==> config.mk <==
export PLATFORM = sky130hd
export DESIGN_NAME = udp_rx_top
export DESIGN_NICKNAME = d
export VERILOG_FILES = /design/src/design/udp_rx_pkg.sv /design/src/design/udp_rx_top.sv /design/src/design/axi_burst_writer.sv /design/src/design/eth_frame_parser.sv /design/src/design/stage_fifo.sv
export SDC_FILE = /design/constraint.sdc
export NUM_CORES = 2
export LEC_CHECK = 0
export ABC_AREA = 0
export BUFFER_PORTS_ARGS = -buffer_cell sky130_fd_sc_hd__buf_2
export CORE_MARGIN = 1.5
export CORE_UTILIZATION = 35
export CTS_BUF_LIST = sky130_fd_sc_hd__clkbuf_16
export DETAILED_ROUTE_END_ITERATION = 10
export SYNTH_ARGS = -nofsm -noshare
export SYNTH_HDL_FRONTEND = slang
export SYNTH_MEMORY_MAX_BITS = 65536
export SYNTH_SLANG_ARGS = --single-unit
export TNS_END_PERCENT = 20
==> constraint.sdc <==
create_clock -name clk_125m -period 15.95 [get_ports clk_125m]
set_clock_uncertainty 0.2 [all_clocks]
set_input_delay 2.3925 -clock clk_125m [delete_from_list [all_inputs] [get_ports clk_125m]]
set_output_delay 2.3925 -clock clk_125m [all_outputs]
set_load 0.005 [all_outputs]
==> src/design/udp_rx_pkg.sv <==
package udp_rx_pkg;

	//****************************************
	// Local addresses
	//****************************************
	localparam logic [47:0] FPGA_MAC  = 48'h00D0_0800_0002;
	localparam logic [31:0] FPGA_IP   = 32'hC0A8_006E;   // 192.168.0.110
	localparam logic [15:0] FPGA_PORT = 16'd8080;

	// Header field values
	localparam logic [15:0] ETH_TYPE_IP    = 16'h0800;
	localparam logic [15:0] ETH_TYPE_ARP   = 16'h0806;
	localparam logic [7:0]  IP_VER_IHL     = 8'h45;      // IPv4, 20 byte header
	localparam logic [7:0]  PROTO_UDP      = 8'h11;
	localparam logic [15:0] ARP_OP_REQUEST = 16'h0001;

	// Header lengths in bytes
	localparam int ETH_LEN  = 14;
	localparam int IP_LEN   = 20;
	localparam int UDP_LEN  = 8;
	localparam int FLAG_LEN = 4;
	localparam int ARP_LEN  = 28;

	//****************************************
	// Command flags and memory map
	//****************************************
	localparam logic [31:0] FLAG_AD    = 32'hAD86_86DA;
	localparam logic [31:0] FLAG_MOTOR = 32'hE1EC_0C0D;
	localparam logic [31:0] FLAG_DDC   = 32'hDDC0_0264;
	localparam logic [31:0] FLAG_DDR   = 32'hDD30_DD30;

	localparam logic [31:0] BASE_AD    = 32'h4000_0000;
	localparam logic [31:0] BASE_MOTOR = 32'h0000_0000;
	localparam logic [31:0] BASE_DDC   = 32'h8000_0000;
	localparam logic [31:0] BASE_DDR   = 32'hC000_0000;
	localparam logic [31:0] SUM_OFFSET = 32'h0000_0010;

	// AXI side
	localparam int DATA_W     = 16;
	localparam int BEAT_BYTES = DATA_W / 8;
	localparam int ADDR_W     = 32;
	localparam int ID_W       = 4;
	localparam int LEN_W      = 8;                       // AXI awlen

	localparam int MAX_PAYLOAD     = 512;
	localparam int WDOG_W          = 9;                  // MSB set after 256 cycles
	localparam int FIFO_DEPTH      = 4;
	localparam int BEAT_FIFO_DEPTH = MAX_PAYLOAD / BEAT_BYTES;

	typedef struct packed {
		logic [ADDR_W-1:0] addr;
		logic [ID_W-1:0]   id;
		logic [LEN_W-1:0]  len;                          // Beats minus one
	} wr_desc_t;

	typedef logic [DATA_W-1:0] beat_t;

	function automatic logic flag_known(input logic [31:0] flag);
		return (flag == FLAG_AD) || (flag == FLAG_MOTOR) ||
			(flag == FLAG_DDC) || (flag == FLAG_DDR);
	endfunction

	function automatic logic [ADDR_W-1:0] flag_base(input logic [31:0] flag);
		case (flag)
			FLAG_AD:    return BASE_AD;
			FLAG_MOTOR: return BASE_MOTOR;
			FLAG_DDC:   return BASE_DDC;
			FLAG_DDR:   return BASE_DDR;
			default:    return '0;
		endcase
	endfunction

	function automatic logic [ID_W-1:0] flag_id(input logic [31:0] flag);
		case (flag)
			FLAG_AD:    return ID_W'(1);
			FLAG_MOTOR: return ID_W'(2);
			FLAG_DDC:   return ID_W'(3);
			FLAG_DDR:   return ID_W'(4);
			default:    return '0;
		endcase
	endfunction

endpackage
==> src/design/udp_rx_top.sv <==
`timescale 1ns/1ps

module udp_rx_top (
	input  logic                         clk_125m,
	input  logic                         sys_rst,
	input  logic [7:0]                   i_rx_data,
	input  logic                         i_rx_valid,
	input  logic                         i_rx_last,
	output logic                         o_rx_ready,
	output logic [udp_rx_pkg::ID_W-1:0]   o_awid,
	output logic [udp_rx_pkg::ADDR_W-1:0] o_awaddr,
	output logic [udp_rx_pkg::LEN_W-1:0]  o_awlen,
	output logic                         o_awvalid,
	input  logic                         i_awready,
	output logic [udp_rx_pkg::DATA_W-1:0] o_wdata,
	output logic                         o_wlast,
	output logic                         o_wvalid,
	input  logic                         i_wready,
	input  logic                         i_bvalid,
	input  logic [1:0]                   i_bresp,
	output logic                         o_bready,
	output logic [47:0]                  o_pc_mac,
	output logic [31:0]                  o_pc_ip,
	output logic                         o_trig_arp,
	output logic                         o_wr_timeout
);
	import udp_rx_pkg::*;

	wr_desc_t desc_in, desc_out;
	beat_t    beat_in, beat_out;
	logic     desc_push, desc_pop, desc_full, desc_empty;
	logic     beat_push, beat_pop, beat_full, beat_empty;

	eth_frame_parser i_eth_frame_parser (
		.clk_125m    (clk_125m),
		.sys_rst     (sys_rst),
		.i_rx_data   (i_rx_data),
		.i_rx_valid  (i_rx_valid),
		.i_rx_last   (i_rx_last),
		.i_desc_full (desc_full),
		.i_beat_full (beat_full),
		.o_rx_ready  (o_rx_ready),
		.o_desc_push (desc_push),
		.o_desc      (desc_in),
		.o_beat_push (beat_push),
		.o_beat      (beat_in),
		.o_pc_mac    (o_pc_mac),
		.o_pc_ip     (o_pc_ip),
		.o_trig_arp  (o_trig_arp)
	);

	// Burst descriptors
	stage_fifo #(.T_PAYLOAD(wr_desc_t), .DEPTH(FIFO_DEPTH)) i_desc_fifo (
		.clk_125m (clk_125m),
		.sys_rst  (sys_rst),
		.i_push   (desc_push),
		.i_data   (desc_in),
		.i_pop    (desc_pop),
		.o_data   (desc_out),
		.o_full   (desc_full),
		.o_empty  (desc_empty)
	);

	// Payload beats, one full frame deep
	stage_fifo #(.T_PAYLOAD(beat_t), .DEPTH(BEAT_FIFO_DEPTH)) i_beat_fifo (
		.clk_125m (clk_125m),
		.sys_rst  (sys_rst),
		.i_push   (beat_push),
		.i_data   (beat_in),
		.i_pop    (beat_pop),
		.o_data   (beat_out),
		.o_full   (beat_full),
		.o_empty  (beat_empty)
	);

	axi_burst_writer i_axi_burst_writer (
		.clk_125m     (clk_125m),
		.sys_rst      (sys_rst),
		.i_desc       (desc_out),
		.i_desc_empty (desc_empty),
		.i_beat       (beat_out),
		.i_beat_empty (beat_empty),
		.i_awready    (i_awready),
		.i_wready     (i_wready),
		.i_bvalid     (i_bvalid),
		.i_bresp      (i_bresp),
		.o_desc_pop   (desc_pop),
		.o_beat_pop   (beat_pop),
		.o_awid       (o_awid),
		.o_awaddr     (o_awaddr),
		.o_awlen      (o_awlen),
		.o_awvalid    (o_awvalid),
		.o_wdata      (o_wdata),
		.o_wlast      (o_wlast),
		.o_wvalid     (o_wvalid),
		.o_bready     (o_bready),
		.o_wr_timeout (o_wr_timeout)
	);

endmodule

==> src/design/axi_burst_writer.sv <==
`timescale 1ns/1ps

module axi_burst_writer (
	input  logic                         clk_125m,
	input  logic                         sys_rst,
	input  udp_rx_pkg::wr_desc_t         i_desc,
	input  logic                         i_desc_empty,
	input  udp_rx_pkg::beat_t            i_beat,
	input  logic                         i_beat_empty,
	input  logic                         i_awready,
	input  logic                         i_wready,
	input  logic                         i_bvalid,
	input  logic [1:0]                   i_bresp,
	output logic                         o_desc_pop,
	output logic                         o_beat_pop,
	output logic [udp_rx_pkg::ID_W-1:0]   o_awid,
	output logic [udp_rx_pkg::ADDR_W-1:0] o_awaddr,
	output logic [udp_rx_pkg::LEN_W-1:0]  o_awlen,
	output logic                         o_awvalid,
	output logic [udp_rx_pkg::DATA_W-1:0] o_wdata,
	output logic                         o_wlast,
	output logic                         o_wvalid,
	output logic                         o_bready,
	output logic                         o_wr_timeout
);
	import udp_rx_pkg::*;

	typedef enum logic [2:0] {W_IDLE, W_ADDR, W_DATA, W_RESP, W_TIMEOUT} wr_state_t;

	wr_state_t         state, state_nx;
	logic [WDOG_W-1:0] wdog;
	logic [LEN_W:0]    beats_rem;                        // Beats not yet popped
	logic              wdog_fire;
	logic              w_fire;

	assign wdog_fire = wdog[WDOG_W-1];
	assign w_fire    = o_wvalid && i_wready;

	//****************************************
	// Burst FSM
	//****************************************
	always_comb begin
		state_nx = state;
		case (state)
			W_IDLE: if (!i_desc_empty) state_nx = W_ADDR;
			W_ADDR: begin
				if (wdog_fire)
					state_nx = W_TIMEOUT;
				else if (i_awready)
					state_nx = W_DATA;
			end
			W_DATA: begin
				if (wdog_fire)
					state_nx = W_TIMEOUT;
				else if (w_fire && o_wlast)
					state_nx = W_RESP;
			end
			W_RESP: begin
				if (wdog_fire)
					state_nx = W_TIMEOUT;
				else if (i_bvalid)
					state_nx = W_IDLE;
			end
			W_TIMEOUT: begin
				// Drain what is left of the abandoned burst
				if (beats_rem == '0 || (o_beat_pop && beats_rem == 1))
					state_nx = W_IDLE;
			end
			default: state_nx = W_IDLE;
		endcase
	end

	always_ff @(posedge clk_125m) begin
		if (sys_rst) begin
			state        <= W_IDLE;
			wdog         <= '0;
			beats_rem    <= '0;
			o_wr_timeout <= 1'b0;
		end else begin
			state        <= state_nx;
			o_wr_timeout <= (state_nx == W_TIMEOUT) && (state != W_TIMEOUT);
			if (state_nx != state || state == W_IDLE || state == W_TIMEOUT)
				wdog <= '0;
			else
				wdog <= wdog + 1'b1;
			if (o_desc_pop)
				beats_rem <= {1'b0, i_desc.len} + 1'b1;
			else if (o_beat_pop)
				beats_rem <= beats_rem - 1'b1;
		end
	end

	// AW fields held for the whole burst
	always_ff @(posedge clk_125m) begin
		if (o_desc_pop) begin
			o_awaddr <= i_desc.addr;
			o_awid   <= i_desc.id;
			o_awlen  <= i_desc.len;
		end
	end

	assign o_desc_pop = (state == W_IDLE) && !i_desc_empty;
	assign o_awvalid  = (state == W_ADDR);
	assign o_wvalid   = (state == W_DATA) && !i_beat_empty;
	assign o_wdata    = i_beat;
	assign o_wlast    = (state == W_DATA) && (beats_rem == 1);
	assign o_bready   = (state == W_RESP);
	assign o_beat_pop = w_fire ||
		((state == W_TIMEOUT) && !i_beat_empty && beats_rem != '0);

	a_aw_stable: assert property (@(posedge clk_125m) disable iff (sys_rst)
		o_awvalid && !i_awready && !wdog_fire |=> o_awvalid && $stable(o_awaddr));
	// Memory side returns OKAY on every write
	a_bresp_okay: assert property (@(posedge clk_125m) disable iff (sys_rst)
		o_bready && i_bvalid |-> i_bresp == 2'b00);

endmodule

==> src/design/eth_frame_parser.sv <==
`timescale 1ns/1ps

module eth_frame_parser (
	input  logic                 clk_125m,
	input  logic                 sys_rst,
	input  logic [7:0]           i_rx_data,
	input  logic                 i_rx_valid,
	input  logic                 i_rx_last,
	input  logic                 i_desc_full,
	input  logic                 i_beat_full,
	output logic                 o_rx_ready,
	output logic                 o_desc_push,
	output udp_rx_pkg::wr_desc_t o_desc,
	output logic                 o_beat_push,
	output udp_rx_pkg::beat_t    o_beat,
	output logic [47:0]          o_pc_mac,
	output logic [31:0]          o_pc_ip,
	output logic                 o_trig_arp
);
	import udp_rx_pkg::*;

	// Absolute byte indices from the start of the frame
	localparam int UDP_BASE  = ETH_LEN + IP_LEN;
	localparam int FLAG_BASE = UDP_BASE + UDP_LEN;
	localparam int HDR_LAST  = FLAG_BASE + FLAG_LEN - 1;
	localparam int ARP_LAST  = ETH_LEN + ARP_LEN - 1;
	localparam int BEAT_SH   = $clog2(BEAT_BYTES);
	localparam int PH_W      = (BEAT_SH > 0) ? BEAT_SH : 1;

	typedef enum logic [2:0] {
		ST_IDLE, ST_ETH, ST_ARP, ST_HDR, ST_DESC, ST_PAYLOAD, ST_DISCARD
	} prs_state_t;

	prs_state_t        state;
	logic [6:0]        byte_cnt;                          // Saturates
	logic [PH_W-1:0]   phase;                             // Byte within beat
	logic [LEN_W:0]    beats_left;
	logic [DATA_W-9:0] beat_sr;
	logic              rx_fire;

	logic [47:0] da_mac, sa_mac, arp_sha;
	logic [31:0] src_ip, dst_ip, flag, arp_spa;
	logic [23:0] arp_tpa_hi;
	logic [15:0] dst_port, udp_len, arp_op;
	logic [7:0]  type_hi, ip_ver, ip_proto;
	logic        arp_ok;

	logic [15:0] pay_len, n_beats, beats_m1;
	logic        hdr_ok, arp_match, arp_accept, phase_last;

	assign rx_fire    = i_rx_valid && o_rx_ready;
	assign phase_last = (phase == PH_W'(BEAT_BYTES - 1));

	// Last target IP byte is still on the bus at index ARP_LAST
	assign arp_match  = (arp_op == ARP_OP_REQUEST) && ({arp_tpa_hi, i_rx_data} == FPGA_IP);
	assign arp_accept = (state == ST_ARP) && rx_fire && i_rx_last &&
		((byte_cnt == ARP_LAST) ? arp_match : (arp_ok && byte_cnt > ARP_LAST));

	assign pay_len  = udp_len - 16'(UDP_LEN + FLAG_LEN);
	assign n_beats  = pay_len >> BEAT_SH;
	assign beats_m1 = n_beats - 16'd1;

	assign hdr_ok = (da_mac == FPGA_MAC) && (sa_mac == o_pc_mac) &&
		(ip_ver == IP_VER_IHL) && (ip_proto == PROTO_UDP) &&
		(src_ip == o_pc_ip) && (dst_ip == FPGA_IP) &&
		(dst_port == FPGA_PORT) && flag_known(flag) &&
		(udp_len > 16'(UDP_LEN + FLAG_LEN)) &&
		((pay_len % BEAT_BYTES) == 0) && (pay_len <= MAX_PAYLOAD);

	always_comb begin
		case (state)
			ST_ETH, ST_ARP, ST_HDR, ST_DISCARD: o_rx_ready = 1'b1;
			ST_PAYLOAD:                         o_rx_ready = !i_beat_full;
			default:                            o_rx_ready = 1'b0;
		endcase
	end

	assign o_desc_push = (state == ST_DESC) && hdr_ok && !i_desc_full;
	assign o_beat_push = (state == ST_PAYLOAD) && rx_fire && phase_last;
	assign o_beat      = {beat_sr, i_rx_data};            // First byte ends up on top

	always_comb begin
		o_desc.addr = flag_base(flag) | SUM_OFFSET;
		o_desc.id   = flag_id(flag);
		o_desc.len  = beats_m1[LEN_W-1:0];
	end

	//****************************************
	// Field capture by byte index
	//****************************************
	always_ff @(posedge clk_125m) begin
		if (rx_fire) begin
			case (state)
				ST_ETH: begin
					if (byte_cnt < 6)
						da_mac <= {da_mac[39:0], i_rx_data};
					else if (byte_cnt < 12)
						sa_mac <= {sa_mac[39:0], i_rx_data};
					else if (byte_cnt == 12)
						type_hi <= i_rx_data;
				end
				ST_HDR: begin
					if (byte_cnt == ETH_LEN)
						ip_ver <= i_rx_data;
					if (byte_cnt == ETH_LEN + 9)
						ip_proto <= i_rx_data;
					if (byte_cnt >= ETH_LEN + 12 && byte_cnt < ETH_LEN + 16)
						src_ip <= {src_ip[23:0], i_rx_data};
					if (byte_cnt >= ETH_LEN + 16 && byte_cnt < UDP_BASE)
						dst_ip <= {dst_ip[23:0], i_rx_data};
					if (byte_cnt == UDP_BASE + 2 || byte_cnt == UDP_BASE + 3)
						dst_port <= {dst_port[7:0], i_rx_data};
					if (byte_cnt == UDP_BASE + 4 || byte_cnt == UDP_BASE + 5)
						udp_len <= {udp_len[7:0], i_rx_data};
					if (byte_cnt >= FLAG_BASE)
						flag <= {flag[23:0], i_rx_data};
				end
				ST_ARP: begin
					if (byte_cnt == ETH_LEN + 6 || byte_cnt == ETH_LEN + 7)
						arp_op <= {arp_op[7:0], i_rx_data};
					if (byte_cnt >= ETH_LEN + 8 && byte_cnt < ETH_LEN + 14)
						arp_sha <= {arp_sha[39:0], i_rx_data};   // Sender MAC
					if (byte_cnt >= ETH_LEN + 14 && byte_cnt < ETH_LEN + 18)
						arp_spa <= {arp_spa[23:0], i_rx_data};   // Sender IP
					if (byte_cnt >= ETH_LEN + 24 && byte_cnt < ARP_LAST)
						arp_tpa_hi <= {arp_tpa_hi[15:0], i_rx_data};
					if (byte_cnt == ARP_LAST)
						arp_ok <= arp_match;
				end
				ST_PAYLOAD: beat_sr <= (DATA_W - 8)'({beat_sr, i_rx_data});
				default: ;
			endcase
		end
	end

	//****************************************
	// Frame FSM
	//****************************************
	always_ff @(posedge clk_125m) begin
		if (sys_rst) begin
			state      <= ST_IDLE;
			byte_cnt   <= '0;
			phase      <= '0;
			beats_left <= '0;
			o_pc_mac   <= '0;
			o_pc_ip    <= '0;
			o_trig_arp <= 1'b0;
		end else begin
			o_trig_arp <= arp_accept;
			if (arp_accept) begin
				o_pc_mac <= arp_sha;
				o_pc_ip  <= arp_spa;
			end
			if (rx_fire && byte_cnt != '1)
				byte_cnt <= byte_cnt + 1'b1;

			case (state)
				ST_IDLE: begin
					byte_cnt <= '0;
					state    <= ST_ETH;
				end
				ST_ETH: if (rx_fire) begin
					if (i_rx_last)
						state <= ST_IDLE;                        // Runt frame
					else if (byte_cnt == ETH_LEN - 1) begin
						if ({type_hi, i_rx_data} == ETH_TYPE_ARP)
							state <= ST_ARP;
						else if ({type_hi, i_rx_data} == ETH_TYPE_IP)
							state <= ST_HDR;
						else
							state <= ST_DISCARD;
					end
				end
				ST_HDR: if (rx_fire) begin
					if (i_rx_last)
						state <= ST_IDLE;
					else if (byte_cnt == HDR_LAST)
						state <= ST_DESC;
				end
				ST_DESC: begin
					phase      <= '0;
					beats_left <= n_beats[LEN_W:0];
					if (!hdr_ok)
						state <= ST_DISCARD;
					else if (!i_desc_full)
						state <= ST_PAYLOAD;                     // Descriptor pushed now
				end
				ST_PAYLOAD: if (rx_fire) begin
					phase <= phase_last ? '0 : phase + 1'b1;
					if (phase_last)
						beats_left <= beats_left - 1'b1;
					if (i_rx_last)
						state <= ST_IDLE;
					else if (phase_last && beats_left == 1)
						state <= ST_DISCARD;                     // Ethernet padding
				end
				ST_ARP, ST_DISCARD: if (rx_fire && i_rx_last) state <= ST_IDLE;
				default: state <= ST_IDLE;
			endcase
		end
	end

	// Each pushed beat is still owed to the open burst
	a_beat_in_burst: assert property (@(posedge clk_125m) disable iff (sys_rst)
		o_beat_push |-> (beats_left != '0));

endmodule

==> src/design/stage_fifo.sv <==
`timescale 1ns/1ps

module stage_fifo #(
	parameter type T_PAYLOAD = logic [7:0],
	parameter int  DEPTH     = 4
) (
	input  logic     clk_125m,
	input  logic     sys_rst,
	input  logic     i_push,
	input  T_PAYLOAD i_data,
	input  logic     i_pop,
	output T_PAYLOAD o_data,
	output logic     o_full,
	output logic     o_empty
);
	localparam int PTR_W = (DEPTH > 1) ? $clog2(DEPTH) : 1;

	T_PAYLOAD         mem [DEPTH];
	logic [PTR_W-1:0] wr_ptr, rd_ptr;
	logic [PTR_W:0]   count;

	function automatic logic [PTR_W-1:0] ptr_inc(input logic [PTR_W-1:0] ptr);
		return (ptr == PTR_W'(DEPTH - 1)) ? '0 : ptr + 1'b1;
	endfunction

	always_ff @(posedge clk_125m) begin
		if (i_push)
			mem[wr_ptr] <= i_data;
	end

	always_ff @(posedge clk_125m) begin
		if (sys_rst) begin
			wr_ptr <= '0;
			rd_ptr <= '0;
			count  <= '0;
		end else begin
			if (i_push)
				wr_ptr <= ptr_inc(wr_ptr);
			if (i_pop)
				rd_ptr <= ptr_inc(rd_ptr);
			case ({i_push, i_pop})
				2'b10:   count <= count + 1'b1;
				2'b01:   count <= count - 1'b1;
				default: count <= count;
			endcase
		end
	end

	assign o_data  = mem[rd_ptr];                        // Head word shows without a pop
	assign o_full  = (count == (PTR_W + 1)'(DEPTH));
	assign o_empty = (count == '0);

	a_no_push_full: assert property (@(posedge clk_125m) disable iff (sys_rst)
		i_push |-> !o_full);
	a_no_pop_empty: assert property (@(posedge clk_125m) disable iff (sys_rst)
		i_pop |-> !o_empty);

endmodule

# [Word-level counts from Yosys, hierarchy flattened]
# Memory sizes are Yosys's and may differ from the RTL's. A register that Yosys moved wholly into a read port is not among the register bits.
# Index checks and enable logic that the tools add are counted.
[word_totals] ramBits=4264 ff_bits=576 mem_count=2 out_inout_bits=147
[mem_list] memory="i_beat_fifo.mem" depth=256 width=16 rd=1 rd_ports_with_merged_regs=1 wr=1 line="stage_fifo.sv:18" rtl="T_PAYLOAD mem [DEPTH];"
[mem_list] memory="i_desc_fifo.mem" depth=4 width=42 rd=1 rd_ports_with_merged_regs=1 wr=1 line="stage_fifo.sv:18"
[classes] n_bitwise=2 n_reduce_logical=85 magnitude_cmp=16 add_sub_neg=16 muxes=50 eq_ne=62
[ops] op="32-bit == test, second input constant" n=6
[ops] op="32-bit case mux with 3 select lines" n=1
[ops] op="3-bit 2-to-1 mux" n=22
[ops] op="48-bit by 40-bit == test with 1-bit output, second input constant" n=1
[ops] op="48-bit == test" n=1
[ops] op="7-bit by 6-bit == test with 1-bit output, second input constant" n=6
[ops] op="3-bit AND reduction" n=14
[ops] op="1-bit logical AND" n=37
[ops] op="9-bit 2-to-1 mux" n=4
[ops] op="9-bit case mux with 2 select lines" n=2
[ops] op="16-bit by 12-bit == test with 1-bit output, second input constant" n=2
[ops] op="32-bit == test" n=1
[ops] op="32-bit zero test" n=1
[ops] op="8-bit 2-to-1 mux" n=4
[ops] op="7-bit by 5-bit greater-or-equal comparator with 1-bit output, second input constant" n=4
[ops] op="9-bit by 1-bit subtractor with 9-bit output, second input constant" n=3
[ops] op="7-bit by 4-bit == test with 1-bit output, second input constant" n=3
[ops] op="7-bit by 5-bit == test with 1-bit output, second input constant" n=3
[ops] op="7-bit by 6-bit less-than comparator with 1-bit output, second input constant" n=3
[ops] op="9-bit by 1-bit adder with 9-bit output, second input constant" n=2
[ops] op="3-bit == test, second input constant" n=6
[ops] op="9-bit by 1-bit == test with 1-bit output, second input constant" n=2
[ops] op="9-bit zero test" n=2
[ops] op="3-bit case mux with 6 select lines" n=1
[ops] op="49 further kinds" n=100

# [Longest topological paths before layout]
[depth] ltp_word=15 depth_mapped=17 mapped_depth_nobuf=14

# [By module]
# A second synthesis with hierarchy kept.
[hier_totals] cells_unflattened=9020 area_unflattened_um2=185686.8
[modules_own_cells] mod="stage_fifo at i_beat_fifo" area_each_um2=157964.0 cells_each=7325 instances=1
[modules_own_cells] mod="eth_frame_parser" area_each_um2=18158.7 cells_each=1209 instances=1
[modules_own_cells] mod="stage_fifo at i_desc_fifo" area_each_um2=6855.3 cells_each=278 instances=1
[modules_own_cells] mod="axi_burst_writer" area_each_um2=2708.8 cells_each=208 instances=1

# [Worst setup path before layout]
# OpenSTA, ideal clock, no wires.
[synth_path] path_kind="input -> register" start="input port i_rx_valid" end="register i_eth_frame_parser.da_mac[0], enable pin" arrival_ns=6.798 setup_ns=0.526 path_slack_ns=8.427 path_buffers=0 t_required_ns=15.224 stages=4 cell_sequence="inv_1 -> nor2_1 -> or4b_2 -> a211oi_1"
[synth_via] elab_chain_len=2
[synth_rtl] item="from (decl)" line="udp_rx_top.sv:7" rtl="input logic i_rx_valid,"
[synth_rtl] item="1-bit logical AND" line="eth_frame_parser.sv:51" rtl="assign rx_fire = i_rx_valid && o_rx_ready;"
[synth_rtl] item="3-bit AND reduction (no source line)"
[synth_rtl] item="to (signal assigned)" line="eth_frame_parser.sv:96" rtl="da_mac <= {da_mac[39:0], i_rx_data};"
[synth_rtl] item="to (decl)" line="eth_frame_parser.sv:41" rtl="logic [47:0] da_mac, sa_mac, arp_sha;"
# No other way between the ends.
# A chain may end at the register's enable or synchronous reset.

==> results list <==
- The flow ran to the end, and the final reports show no timing, DRC or antenna violations.
- The initial antenna violation count is 27.
- The worst hold path belongs to the class flip-flop to flip-flop.
- Count of nets after finishing: 8787
- Growth of design area from synthesis to finish: 13.7%
- Cell Area, Synth: approximately 180000 sq um
- Summed over all nets, the half-perimeter wirelength after detailed placement is ~260 mm.
- Initial drt markers: 9820
* Die height: between 700 and 800 um
* Starting density of the core: 35.2%
- Total Routed Length: 453 mm
* Average detailed-routed wire length per instance: 28.5 um
* Power density over the cells: between 100 and 150 nW/um^2
* CP startpoint kind: flip-flop
* Max clock buf depth: 4
- The worst register-to-register path has a depth of 9.
- H-tree levels: 5
- Data arrives at the worst endpoint at 7.40 ns.
- In the synthesized netlist the dominant register cell turns out to be sky130_fd_sc_hd__edfxtp_1.
- Of all nets on the critical path, the largest fanout is 45.
- Across the run, the number of max-cap violations was 0.
* Fin. Hold Viols: 0
- Count of endpoints failing setup in the final report: 0
- Worst rel slew slack: 7.10%
- Summed negative setup slack over all endpoints: 0 ns
- Mean instance size in the synthesized netlist: between 20 and 25 sq um
- For this run, asynchronously set or reset flops after synthesis account for 0%.
- Endpoint type of the worst setup path: output pin
* Count of clock tree sinks: 4703
- Synthesized netlist cell count: 8180
- At the pin with the least slew margin, the transition time is 1.39 ns.
- Setup repair after global routing left no endpoint under its margin.
* Number of enable flip-flop cells after synthesis: 4538
- Netlist cell types: 84
- The clock period could shrink to approximately 10 ns.
* Buffer type at the clock tree root: sky130_fd_sc_hd__clkbuf_16
- Sequential fraction of the synthesis area: 77.4%
- Clk slew on worst S/H paths: 0.07 ns
- Entering global routing, the biggest net connects 201 pins.
- The library cell used most frequently in the layout, excluding fill and tap cells, is sky130_fd_sc_hd__edfxtp_1.
- In the layout the commonest cells are 4538 x sky130_fd_sc_hd__edfxtp_1, 1149 x sky130_fd_sc_hd__mux4_2, 461 x sky130_fd_sc_hd__clkbuf_16, 391 x sky130_fd_sc_hd__nor2_1, 374 x sky130_fd_sc_hd__mux2i_1.
* Final design utilization: between 30% and 40%
- Cts bufs inserted: 458
- Global-route usage over all layers: 17.0%
- Clock tree from TritonCTS: built
* Worst Path Required: between 10 and 15 ns
* Worst hold stages: 0
- Number of gates given a new drive strength after cts: 0
* Ratio of cells with drive above 1 in the final layout: a little over a quarter
- Post-CTS setup buffer count: 0
* Number of buffer cells added on primary ports: 130
- The congestion estimate from routability-driven global placement came to between 0.8 and 0.9.
- Global-route wire length before repair: 639 mm
* Total number of placement rows: 263
* Number of global-route vias before repair: about 87000
* Die span in x: 721 um
- The detail route stage leaves a number of antenna-violating nets equal to 0.
* Total via count after detailed routing: 85700
- Number of remaining DRC errors: 0
- For this run, the number of Yosys warnings is 0.
* Total die area: 520000 sq um
- First-pass iteration count of the detailed router: 8
- Based on the critical path, the design can be clocked at up to 100 MHz.
* Residual overflow from global routing: 0
* Peak ir drop on the vdd network: 104 uV
- The final count of pins violating max slew came to 0.
- In the routed layout, each cell is associated on average with a via count of ~5.4.
* Post-route clock period utilization: 62.7%
- The critical path in this run is classified as flip-flop to output pin.
- Io pins: 164
- Later-pin clock latency in the skew report: 1.02 ns
- FF+latch count, synth: 4703
- Area of the core region: slightly above 500000 sq um
* Pleak: approximately 63 nW
- Number of hold buffers added after cts: 0
==> final timing paths <==
path                               startpoint                          to  slack, ns
hold reg to reg    i_eth_frame_parser.flag[0]  i_eth_frame_parser.flag[8]       0.23
setup / recovery                    flip-flop                  o_wdata[1]       5.96
setup reg to reg  i_eth_frame_parser.state[1]    i_beat_fifo.mem[185][12]       9.94
hold / removal     i_eth_frame_parser.flag[0]  i_eth_frame_parser.flag[8]       0.23
==> where the power goes <==
group          leakage, nW  switching, mW  internal, mW  total [mW]
sequential            42.1         0.0563          13.5        13.6
combinational         13.3          0.327         0.125       0.452
clock                 7.40           4.60          5.74        10.3
total                 62.8           4.98          19.4        24.4
==> state kept, by name, indices dropped and copies added, names as in the netlist, 24 cells and up, named ones only <==
| signal | flops |
|---|---|
| i_desc_fifo.mem | 52 |
| i_eth_frame_parser.o_pc_ip | 32 |
| i_eth_frame_parser.arp_spa | 32 |
| i_eth_frame_parser.dst_ip | 32 |
| i_eth_frame_parser.arp_tpa_hi | 24 |
| i_eth_frame_parser.arp_sha | 48 |
| i_eth_frame_parser.o_pc_mac | 48 |
| i_eth_frame_parser.src_ip | 32 |
| i_eth_frame_parser.da_mac | 48 |
| i_eth_frame_parser.flag | 32 |
| i_beat_fifo.mem | 4096 |
| i_eth_frame_parser.sa_mac | 48 |
==> synthesized netlist by cell type (all sizes together), types with 7 or more instances <==
| library cell | instances | area (sq um) |
|---|---|---|
| a22oi | 125 | 938 |
| a21oi | 65 | 329 |
| dfxtp | 165 | 3300 |
| xnor2 | 70 | 613 |
| nand4 | 72 | 450 |
| nand3 | 43 | 215 |
| o31a | 11 | 96.3 |
| mux2i | 374 | 3740 |
| a211oi | 10 | 85.1 |
| a31oi | 20 | 125 |
| nor4bb | 9 | 90.1 |
| nor4b | 22 | 208 |
| and3 | 13 | 82.6 |
| nor2 | 445 | 1670 |
| clkbuf | 157 | 589 |
| a21boi | 8 | 60.1 |
| o22ai | 52 | 325 |
| nand2 | 126 | 473 |
| buf | 288 | 1800 |
| nor4 | 68 | 447 |
| nor2b | 23 | 144 |
| nor3b | 7 | 52.6 |
| or2 | 7 | 43.8 |
| nand2b | 13 | 81.3 |
| ha | 33 | 413 |
| o21ai | 29 | 145 |
| nor3 | 40 | 200 |
| edfxtp | 4538 | 136000 |
| xor2 | 47 | 412 |
| inv | 50 | 188 |
| or3 | 14 | 87.6 |
| mux4 | 1149 | 25900 |
| and2 | 7 | 43.8 |
==> final cells by class <==
class	count	area, sq um
Multi-Input combinational cell	3011	38600
Inverter	50	195
Timing Repair Buffer	511	3810
Sequential cell	4703	140000
Clock buffer	461	11500
Antenna cell	12	30.0
Clock inverter	377	2800
Fill cell	44500	308000
Tap cell	6757	8450
==> metal layers <==
layer / up-vias / part of all wire [%] / wire (um) / track usage [%]
met5: - / 0.013 / 61 / 0
met2: 3599 / 48 / 219000 / 27.7
li1: 35300 / - / - / -
met4: 8 / 3.2 / 14300 / 5.15
met1: 46000 / 40 / 182000 / 23.1
met3: 682 / 8.5 / 38300 / 3.37
==> worst max-delay path, cell delays in order, from the launching register on <==
cell and delay, ns:
sky130_fd_sc_hd__dfxtp_4 0.85, sky130_fd_sc_hd__buf_4 0.85, sky130_fd_sc_hd__buf_4 0.83, sky130_fd_sc_hd__mux4_2 0.44
sky130_fd_sc_hd__mux2i_1 0.12, sky130_fd_sc_hd__a22oi_1 0.49, sky130_fd_sc_hd__nand4_1 0.63, sky130_fd_sc_hd__nor4_1 1.21
sky130_fd_sc_hd__a21boi_0 0.61, sky130_fd_sc_hd__buf_2 0.23
==> kinds of logic (layout without fill, tap and decap cells) <==
kind of cell	count (synthesis)	count (layout)	synth area share [%]
and+or+nand+nor	931	931	2.49
DFF	4703	4703	77.4
adders and majority gates	35	35	0.251
buffers and inverters	495	1399	1.43
AOI/OAI and AO/OA	370	370	1.42
muxes	1527	1527	16.5
xor gates and xnor gates	117	117	0.568
other	2	43	0.00416
==> through the flow <==
step / worst slack, ns / hold WS, ns / instance area [sq um] / instances / power [mW]
6_report: 5.96 / 0.227 / 205000 / 15900 / 24.4
5_1_grt: 5.81 / 0.253 / 205000 / 15900 / 25.1
4_1_cts: 5.95 / 0.221 / 205000 / 15900 / 24.6
3_5_place_dp: 7.03 / 0.233 / 191000 / 15000 / 14.3
3_3_place_gp: 7.07 / 0.222 / 191000 / 15000 / 14.3
2_1_floorplan: 8.43 / 0.217 / 180000 / 8209 / 14.1
No activity file was read; power rests on OpenSTA's default activity.
